## config.mk

```make
export PLATFORM = sky130hd
export DESIGN_NAME = spriteAddress
export DESIGN_NICKNAME = d
export VERILOG_FILES = /design/src/common/spritePkg.sv /design/src/rtl/sprite/spriteAddress.sv
export SDC_FILE = /design/constraint.sdc
export NUM_CORES = 1
export LEC_CHECK = 0
export BUFFER_PORTS_ARGS = -buffer_cell sky130_fd_sc_hd__buf_2
export CORE_MARGIN = 8
export CORE_UTILIZATION = 55
export DETAILED_ROUTE_END_ITERATION = 16
export MAX_ROUTING_LAYER = met4
export PLACE_DENSITY = 0.83
export SYNTH_ARGS = -nofsm -noshare
export SYNTH_HDL_FRONTEND = slang
export SYNTH_SLANG_ARGS = --single-unit
```

## constraint.sdc

```tcl
create_clock -name Clk -period 0.8 [get_ports Clk]
set_input_delay 0.12 -clock Clk [delete_from_list [all_inputs] [get_ports Clk]]
set_output_delay 0.12 -clock Clk [all_outputs]
set_load 0.1 [all_outputs]
```

## src/common/spritePkg.sv

```systemverilog
//--------------------------------------------------------------------------
// Tiles are square and tileSize must equal 2**tileLog2
// Only seven animation frames per row are addressable
//--------------------------------------------------------------------------
package spritePkg;

    // Screen coordinates and sprite corners
    localparam int coordWidth = 10;
    typedef logic [coordWidth-1:0] coord_t;

    // Sprite sheet addressing
    localparam int addrWidth = 20;
    typedef logic [addrWidth-1:0] sheetAddr_t;

    localparam int tileSize = 32;
    localparam int tileLog2 = 5;

    // Animation state values 0 to frameCount-1 select a column
    localparam int frameCount = 7;
    typedef logic [9:0] animState_t;

    //----------------------------------------------------------------------
    // Colour and layer types
    //----------------------------------------------------------------------
    typedef logic [7:0] colorChannel_t;

    // Hero wins over block, block over background
    typedef enum logic [1:0]
    {
        layerBackground = 2'd0,
        layerBlock      = 2'd1,
        layerKirby      = 2'd2
    } pixelLayer_t;

endpackage

```

## src/rtl/sprite/spriteAddress.sv

```systemverilog
//--------------------------------------------------------------------------
// One cycle latency, a new pixel may arrive every cycle
// Address wraps at 20 bits; frame row is always 0
//--------------------------------------------------------------------------
`timescale 1ns/100ps

module spriteAddress
#(
    parameter int sheetWidthLog2 = 9
)
(
    input  logic                   Clk,
    input  logic                   arstN,
    input  logic                   pixelValid,
    input  spritePkg::coord_t      drawX,
    input  spritePkg::coord_t      drawY,
    input  spritePkg::coord_t      kirbyX,
    input  spritePkg::coord_t      kirbyY,
    input  spritePkg::coord_t      blockX,
    input  spritePkg::coord_t      blockY,
    input  logic                   facingRight,
    input  spritePkg::animState_t  floatState,
    input  spritePkg::animState_t  walkState,
    input  spritePkg::animState_t  stillState,
    output logic                   addrValid,
    output spritePkg::sheetAddr_t  spriteAddr,
    output spritePkg::pixelLayer_t pixelLayer
);

    import spritePkg::*;

    localparam int                  frameBits = $clog2(frameCount);
    localparam logic [tileLog2-1:0] tileLast  = tileLog2'(tileSize - 1);

    logic                 kirbyHit;
    logic                 blockHit;
    logic [tileLog2-1:0]  kirbyDx;
    logic [tileLog2-1:0]  kirbyDy;
    logic [tileLog2-1:0]  blockDx;
    logic [tileLog2-1:0]  blockDy;
    logic [tileLog2-1:0]  kirbyOffX;
    logic [frameBits-1:0] frameCol;
    sheetAddr_t           kirbyAddr;
    sheetAddr_t           blockAddr;
    sheetAddr_t           backAddr;
    sheetAddr_t           nextAddr;
    pixelLayer_t          nextLayer;

    //----------------------------------------------------------------------
    // Hit tests
    //----------------------------------------------------------------------
    function automatic logic insideTile(input coord_t draw, input coord_t corner);
        logic [coordWidth:0] farEdge;
        // Extra bit keeps corners near the screen edge from wrapping
        farEdge = {1'b0, corner} + (coordWidth + 1)'(tileSize);
        return (draw >= corner) && ({1'b0, draw} < farEdge);
    endfunction

    assign kirbyHit = insideTile(drawX, kirbyX) && insideTile(drawY, kirbyY);
    assign blockHit = insideTile(drawX, blockX) && insideTile(drawY, blockY);

    // Inside a tile the offset fits in the low bits
    assign kirbyDx = drawX[tileLog2-1:0] - kirbyX[tileLog2-1:0];
    assign kirbyDy = drawY[tileLog2-1:0] - kirbyY[tileLog2-1:0];
    assign blockDx = drawX[tileLog2-1:0] - blockX[tileLog2-1:0];
    assign blockDy = drawY[tileLog2-1:0] - blockY[tileLog2-1:0];

    //----------------------------------------------------------------------
    // Frame column, first in-range state wins
    //----------------------------------------------------------------------
    function automatic logic [frameBits-1:0] pickFrame(input animState_t floatS,
                                                       input animState_t walkS,
                                                       input animState_t stillS);
        logic [frameBits-1:0] column;
        if (floatS < frameCount)
            column = floatS[frameBits-1:0];
        else if (walkS < frameCount)
            column = walkS[frameBits-1:0];
        else if (stillS < frameCount)
            column = stillS[frameBits-1:0];
        else
            column = '0;
        return column;
    endfunction

    assign frameCol = pickFrame(floatState, walkState, stillState);

    // Hero faces right in the sheet, block is stored mirrored
    assign kirbyOffX = facingRight ? kirbyDx : tileLast - kirbyDx;

    assign kirbyAddr = (sheetAddr_t'(frameCol) << tileLog2)
                     + (sheetAddr_t'(kirbyDy) << sheetWidthLog2)
                     + sheetAddr_t'(kirbyOffX);

    assign blockAddr = (sheetAddr_t'(blockDy) << sheetWidthLog2)
                     + sheetAddr_t'(tileLast - blockDx);

    assign backAddr  = (sheetAddr_t'(drawY) << sheetWidthLog2)
                     + sheetAddr_t'(drawX);

    always_comb
    begin
        if (kirbyHit)
        begin
            nextLayer = layerKirby;
            nextAddr  = kirbyAddr;
        end
        else if (blockHit)
        begin
            nextLayer = layerBlock;
            nextAddr  = blockAddr;
        end
        else
        begin
            nextLayer = layerBackground;
            nextAddr  = backAddr;
        end
    end

    //----------------------------------------------------------------------
    // Output register
    //----------------------------------------------------------------------
    always_ff @(posedge Clk or negedge arstN)
    begin
        if (!arstN)
            addrValid <= 1'b0;
        else
            addrValid <= pixelValid;
    end

    always_ff @(posedge Clk)
    begin
        if (pixelValid)
        begin
            spriteAddr <= nextAddr;
            pixelLayer <= nextLayer;
        end
    end

endmodule

```

Yosys cells after proc, flatten, opt, wreduce, memory -nomap -nowiden
Index checks and enable logic that the tools add are counted.

storage, ports and cells
  bits in registers = 23
  bits of input ports = 94
  output and inout port bits = 23
  logic and storage cells = 41

operators by class
  $add $sub $neg = 14
  order comparisons = 11
  multiplexer cells = 7
  reductions and logical operators = 6

operator list
  kind                                                                    count
  10-bit by 6-bit adder with 11-bit output (second input constant)        4
  10-bit by 11-bit < comparator with 1-bit output                         4
  10-bit greater-or-equal comparator                                      4
  20-bit two-way mux                                                      2
  10-bit by 3-bit < comparator with 1-bit output (second input constant)  3
  19-bit by 10-bit adder with 20-bit output                               1
  5-bit subtractor                                                        4
  15-bit by 5-bit adder with 16-bit output                                1
  15-bit by 6-bit adder with 16-bit output                                1
  8-bit by 14-bit adder with 15-bit output                                1
  3-bit two-way mux                                                       3
  1-bit logical AND                                                       6
  5-bit by 5-bit subtractor with 6-bit output (first input constant)      1
  5-bit two-way mux                                                       1
  5-bit subtractor (first input constant)                                 1
  1-bit two-way mux                                                       1

Longest topological paths before layout
Gate-level depths: netlist (run 1).

  depth after elaboration = 7
  mapped depth = 12
  gate-level depth less buffers = 11

Worst setup path before layout (run 1)
Ideal clock, no wire load.

  kind = input port to flip-flop
  from = input kirbyX[6]
  to = register spriteAddr[6] (data pin)
  setup time = 0.262 ns
  arrival = 2.192 ns
  required time = 0.538 ns
  slack = -1.654 ns
  stages on the path = 12
  path buffers = 2
  cells stage by stage = inv_1 > nor3_1 > xnor2_1 > ha_1 > a21o_1 > a21oi_1 > a31oi_1 > a311o_1 > or3_1 > buf_2 > buf_6 > mux2i_1

between the ends
  longest elaborated chain between the ends = 5
  elaborated cells between the ends (all ways) = 6
  classes of those cells = 1 x add/sub; 2 x order compare; 1 x mux; 2 x reduce/logical

RTL lines
  element                                          RTL line              RTL
  from (decl)                                      spriteAddress.sv:17   input spritePkg::coord_t kirbyX,
  10-bit by 6-bit adder with 11-bit output         spriteAddress.sv:55   farEdge = {1'b0, corner} + (coordWidth + 1)'(tileSize);
  10-bit by 11-bit < comparator with 1-bit output  spriteAddress.sv:56   return (draw >= corner) && ({1'b0, draw} < farEdge);
  1-bit logical AND *                              spriteAddress.sv:56
  1-bit logical AND *                              spriteAddress.sv:59   assign kirbyHit = insideTile(drawX, kirbyX) && insideTile(drawY, kirbyY);
  20-bit two-way mux *                             spriteAddress.sv:103  if (kirbyHit)
  via nextAddr[6]                                  spriteAddress.sv:46   sheetAddr_t nextAddr;
  to (signal assigned)                             spriteAddress.sv:135  spriteAddr <= nextAddr;
  to (decl)                                        spriteAddress.sv:26   output spritePkg::sheetAddr_t spriteAddr,

Mark *: on every way through the listed nets, which the timed path passes. The rest lies on a longest branch.
A chain may end at the register's enable or synchronous reset.

Worst setup path after layout (run 1)
  from = input drawY[0]
  to = register spriteAddr[4] (data pin)

between the ends
  longest elaborated chain between the ends = 5
  elaborated cells between the ends (all ways) = 10
  classes of those cells = 4 x order compare; 2 x mux; 4 x reduce/logical

RTL lines
  element                                                                                                       RTL line              RTL
  from (decl)                                                                                                   spriteAddress.sv:16   input spritePkg::coord_t drawY,
  10-bit by 11-bit < comparator with 1-bit output / 10-bit greater-or-equal comparator (equally long branches)  spriteAddress.sv:56
  1-bit logical AND                                                                                             spriteAddress.sv:56
  1-bit logical AND                                                                                             spriteAddress.sv:60   assign blockHit = insideTile(drawX, blockX) && insideTile(drawY, blockY);
  20-bit two-way mux                                                                                            spriteAddress.sv:108  else if (blockHit)
  20-bit two-way mux *                                                                                          spriteAddress.sv:103
  via nextAddr[4]                                                                                               spriteAddress.sv:46

Marks and branches as above.

==> out/results.tsv, run 1 <==
stage	metric	value	unit
die	die_y	95.1	um
logic_synthesis	synthAdderAreaFrac	26.3	%
pwr	power.leakage	2.86	nW
global_routing	grt_max_degree	24	
route	vias	4969	
placed_design	portBuffers	116	
placed_design	place.gp.congestion	0.987	
logic_synthesis	async_reset_ff_share	4.35	%
sta	rsz0062_at_grt	true	
logic_synthesis	ys_warn_count	0	
pwr	p_per_area	1310	nW/um^2
logic_synthesis	ys.flop_type	edfxtp_1	
logic_synthesis	ys_seq_area_share	19.9	%
placed_design	dp.cells	696	
global_routing	track_usage	35.5	%
sta	fmaxAchievable	398	MHz
sta	finalSetupViolCount	45	
cells_and_area	final_cells	711	
logic_synthesis	synthCells	403	
worst_setup_path	cp-start-kind	input port	
sta	hold_viol_final	0	
pwr	ir_drop	1.57	mV
placed_design	dpl_cell_area	5290	um^2
sta	max_slew_margin	65.1	%
global_routing	use_met1	35.8	%
cells_and_area	finish.instance_area	5740	um^2
cells_and_area	layout-drive-gt1-share	44.9	%
pwr	totalPowerFinal	7.54	mW
cts	clock_path_buffers	2	
run_status	status	complete, but fails checks	
global_routing	antenna_found_initial	2	
logic_synthesis	syn-num-nets	567	
worst_setup_path	end_kind	flip-flop	
logic_synthesis	synth_seq_cells	23	
die	fp-row-count	29	
hold_path	min_path_type	in2async	
global_routing	busiest_layer	met2	
route	dr.pass1.iters	8	
die	initial_utilization	55.5	%
route	routed_wl	18400	um
cts	htreeDepth	1	
cts	clkSlewWorstSetupHoldPaths	90	ps
logic_synthesis	synth_area_per_cell	8.54	um^2
logic_synthesis	synth_compound_area_share	19.2	%
logic_synthesis	synth_top_family_by_area	adder cells	
route	wl_per_cell	25.9	um
worst_setup_path	crit_type	in2reg	
global_routing	grt.overflow.total	0	
route	drt_iter0_markers	804	
route	viasPerCell	6.99	
logic_synthesis	synthXorXnorAreaFrac	8.91	%
logic_synthesis	synth-simple-area-share	16.9	%
cts	cts_sinks	23	
run_status	violations	setup timing	
cts	numCtsBuffers	3	
sta	fin_ws	-1710	ps
die	pin_count	117	
sta	period_needed	2510	ps
worst_setup_path	crit_arrival	2550	ps
die	die_w	95.1	um
sta	period_share	314	%
die	die_area	9040	um^2
global_routing	grt_pass1_vias	4876	
die	core	6200	um^2
logic_synthesis	muxShareOfSynthArea	1.75	%
logic_synthesis	netlist_area	3440	um^2
cells_and_area	syn2layout_area_growth	66.8	%
cells_and_area	layout_commonest_cell	buf_4	
logic_synthesis	synth.distinct_cells	54	
sta	tightest_slew	522	ps
route	drc	0	
global_routing	use_met3	11.3	%
cts	tritoncts	yes	
job	max_cap_viol_count	0	
logic_synthesis	synth_edf_count	22	
worst_setup_path	cp_max_fo	5	
global_routing	grt_first_pass_wirelength	24100	um
worst_setup_path	worstPathRequired	840	ps
sta	final_max_slew_viol_count	0	
route	final_antenna_net_count	0	
cells_and_area	final_cell_mix	buf_4 (113), buf_2 (91), ha_1 (61), inv_1 (45), nand3_1 (27)	
cells_and_area	nNetsFinal	797	
placed_design	dpl.hpwl	10600	um
global_routing	met2_usage	56.4	%
cts	cts-root-buf	clkbuf_8	
[Yosys cell counts, drive strengths merged (2+ instances only)]
cell type | count | area [um^2]
and3 | 5 | 31.3
clkbuf | 7 | 26.3
xnor2 | 26 | 228
nor4b | 2 | 17.5
o21bai | 2 | 15.0
nor2b | 3 | 18.8
nand4 | 6 | 37.5
a311o | 2 | 20.0
a21boi | 2 | 15.0
a21o | 17 | 128
fa | 4 | 80.1
a21oi | 20 | 100
o31a | 2 | 17.5
o21ai | 21 | 105
or3 | 7 | 43.8
buf | 3 | 20.0
nand2b | 3 | 18.8
inv | 51 | 191
nor4 | 11 | 68.8
ha | 66 | 826
nor2 | 10 | 37.5
nand2 | 11 | 41.3
edfxtp | 22 | 661
a31oi | 13 | 81.3
a211oi | 3 | 22.5
mux2i | 6 | 60.1
a31o | 2 | 17.5
nor3 | 15 | 75.1
a22o | 3 | 26.3
a311oi | 2 | 17.5
nand3 | 29 | 145
xor2 | 9 | 78.8
[layout make-up]
| type | count | area (um^2) |
|---|---|---|
| timing repair buffer | 234 | 1860 |
| clock inverter | 1 | 5.00 |
| timing repair inverter | 1 | 11.3 |
| inverter | 51 | 209 |
| clock buffer | 3 | 41.3 |
| tap | 77 | 96.3 |
| fill | 205 | 465 |
| antenna | 2 | 5.00 |
| sequential | 23 | 687 |
| multi-input combinational | 319 | 2820 |
[state kept, by name, summed over array words and instances, names as in the netlist]
signal      count
spriteAddr     20
pixelLayer      2
addrValid       1
[metal layers]
| layer | vias up | wire, um |
|---|---|---|
| li1 | 1963 | - |
| met1 | 2182 | 5830 |
| met2 | 582 | 8220 |
| met3 | 242 | 2400 |
| met4 | 0 | 1980 |
| met5 | - | 0 |
[path summary, 6_finish.rpt]
path                            start             to  slack, ps  depth (start not counted)
worst max-delay path         drawY[0]  spriteAddr[4]      -1710                         11
worst min-delay path            arstN      addrValid        140                          2
max in group asynchronous       arstN      addrValid        560                          2
min in group Clk           pixelValid      addrValid        170                          2
[repair_timing]
item / 4_1_cts / 5_1_grt
endpoints found under the setup margin: 45 / 45
hold buffers: 1 / 0
endpoints found under the hold margin: 1 / 0
buffers inserted: 3 / 3
cloned: 1 / 1
resized for setup: 26 / 45
pin swaps: 12 / 11
[worst max-delay path: stages]
cell and delay (ps):
buf_2 120, inv_1 70, ha_1 250, fa_1 410, a21boi_0 160, o21ai_1 180
a211oi_1 140, o31a_1 300, or3_4 440, buf_6 160, a31o_1 210
[cell families (layout without fill, tap and decap cells)]
family	Yosys count	in the layout
other	0	2
AOI/OAI and AO/OA	100	100
adders and majority gates	70	70
xor gates and xnor gates	35	35
muxes	6	6
buffers and inverters	61	290
DFF	23	23
and+or+nand+nor	108	108
[per-stage QoR]
step	TNS, ps	worst slack (ps)	utilization [%]	hold slack [ps]
2_1_floorplan	-37190	-1540	-	-176
3_5_place_dp	-39570	-1930	85.3	-103
4_1_cts	-35740	-1500	88.4	155
3_3_place_gp	-37130	-1800	85.3	-105
5_1_grt	-42830	-1850	92.5	161
6_report	-40910	-1710	92.5	143
[report_power, final]
group | leakage (nW) | switching, mW | total, mW | internal, mW
logic | 2.61 | 3.05 | 5.16 | 2.11
clock network | 0.0255 | 0.407 | 0.755 | 0.348
registers | 0.225 | 0.117 | 1.62 | 1.50
No activity file was read; power rests on OpenSTA's default activity.
==> run 2, diff against run 1 <==
- CORE_UTILIZATION: 55 -> 52
- PLACE_DENSITY: 0.83 -> 0.79
- clock period: 0.8 -> 2.75 ns (I/O delays scaled with it)
==> out/results.tsv, run 2 (synthesized netlist as in run 1, its figures left out) <==
stage	metric	value	unit
worst_setup_path	cp_max_fo	8	
route	dr.pass1.iters	5	
cells_and_area	diodes	0	
sta	hold_viol_final	0	
pwr	pwr-share-seq	26.8	%
global_routing	grt_first_pass_wirelength	16600	um
placed_design	portBuffers	116	
sta	tightest_slew	561	ps
worst_setup_path	critical-path-top-delay-family	compound AO/OA/AOI/OAI gates	
worst_setup_path	worstPathRequired	2760	ps
pwr	p_sw_share	46.5	%
cts	tritoncts	yes	
cts	numCtsBuffers	3	
die	core	6390	um^2
cells_and_area	nNetsFinal	716	
die	die_y	97.3	um
worst_setup_path	crit_chain	buf_2, inv_2, nor3_4, xnor2_1, ha_1, a21o_1, a21oi_1, a31oi_1, a311o_1, or3_4, buf_6, a31o_1	
global_routing	grt_max_degree	24	
cells_and_area	reg_top3	spriteAddr: 20 flops, pixelLayer: 2 flops, addrValid: 1 flops	
worst_setup_path	cp-start-kind	input port	
sta	fin_ws	91.1	ps
die	die_w	97.3	um
worst_setup_path	end_kind	flip-flop	
global_routing	grt_pass1_vias	3697	
pwr	pwr-share-clk	12.0	%
die	fp-row-count	29	
cts	htreeDepth	1	
cells_and_area	largest_reg_flops	20	
die	pin_count	117	
route	drt_iter0_markers	154	
cts	cts-root-buf	clkbuf_8	
placed_design	dp_slack	-289	ps
sta	period_needed	2660	ps
sta	max_slew_margin	62.5	%
placed_design	dpl.hpwl	8830	um
job	max_cap_viol_count	0	
worst_setup_path	crit_arrival	2670	ps
global_routing	antenna_found_initial	0	
route	final_antenna_net_count	0	
pwr	switching_power	0.769	mW
global_routing	track_usage	20.9	%
route	drc	0	
route	routed_wl	9940	um
sta	final_max_slew_viol_count	0	
pwr	p_per_area	372	nW/um^2
cts	clock_path_buffers	2	
sta	tns	0	ps
cells_and_area	register_area	686	um^2
placed_design	dp.cells	623	
cts	clkSlewWorstSetupHoldPaths	70	ps
cells_and_area	multiInputGateArea	2550	um^2
placed_design	place.gp.congestion	0.941	
die	initial_utilization	53.9	%
sta	rsz0062_at_grt	false	
route	vias	3593	
sta	fmaxAchievable	376	MHz
route	wl_per_cell	15.8	um
pwr	ir_drop	0.501	mV
worst_setup_path	cp_num_buf_inv	3	
cells_and_area	final_cells	628	
cells_and_area	layout-drive-gt1-share	30.1	%
pwr	p_int	0.883	mW
cells_and_area	fillers	542	
cts	cts_sinks	23	
worst_setup_path	max_stage_delay	410	ps
cells_and_area	final_cell_mix	buf_2 (116), ha_1 (66), inv_1 (48), buf_4 (36), nand3_1 (29)	
cells_and_area	syn2layout_area_growth	29.0	%
cells_and_area	layout_commonest_cell	buf_2	
cells_and_area	regMostFlops	spriteAddr	
sta	period_share	96.7	%
pwr	power.leakage	2.29	nW
worst_setup_path	crit_type	in2reg	
run_status	status	finished clean	
die	die_area	9480	um^2
worst_setup_path	cp_slowest_cell	or3_4	
hold_path	min_path_type	in2async	
cts	post_cts.repair.setup_buffers	0	
global_routing	grt.overflow.total	0	
route	viasPerCell	5.72	
sta	finalSetupViolCount	0	
cells_and_area	final_util	69.5	%
pwr	combPwrFrac	61.2	%
[run 2: repair_timing]
| action | in CTS | in global routing |
|---|---|---|
| pin swaps | 0 | 3 |
| hold endpoints to repair | 1 | 0 |
| resized for setup | 2 | 5 |
| gates cloned | 0 | 0 |
| hold buffers | 1 | 0 |
| setup endpoints to repair | 2 | 6 |
[run 2: metrics by stage]
step                      cell area [um^2]  total power, mW  hold slack [ps]
after detailed placement              4350             1.45              188
final                                 4440             1.65              448
after CTS                             4410             1.65              447
after global routing                  4440             1.76              441
after floorplan                       3440             1.15              117
after global placement                4350             1.42              187
[run 2: cell type report]
cell class                 instances  share of cell area [%]
clock buffer                       4                    1.01
inverter                          51                    4.31
multi-input combinational        319                    57.4
sequential                        23                    15.4
tap                               77                    2.17
timing repair buffer             154                    19.7
[run 2: power groups by stage]
stage	Combinational (mW)	Sequential, mW	Clock (mW)
floorplan	0.403	0.747	0
global placement	0.967	0.450	0
detailed placement	0.994	0.452	0
CTS	1.00	0.444	0.201
global route	1.10	0.447	0.216
finish	1.01	0.443	0.199
[run 2: routing by layer]
metal	global-route usage [%]	part of all wire (%)	vias to the layer above
met5	-	0	-
li1	-	-	1790
met3	3.34	7.0	17
met1	24.8	43	1636
met2	36.2	48	150
met4	4.78	1.7	0
[run 2: final timing paths]
path                       slack, ps  cells past startpoint       endpoint  startpoint
max in group asynchronous       2220                      2      addrValid       arstN
setup / recovery                  90                     12  spriteAddr[4]   kirbyX[5]
hold / removal                   450                      2      addrValid       arstN
min in group Clk                 530                      1      addrValid  pixelValid
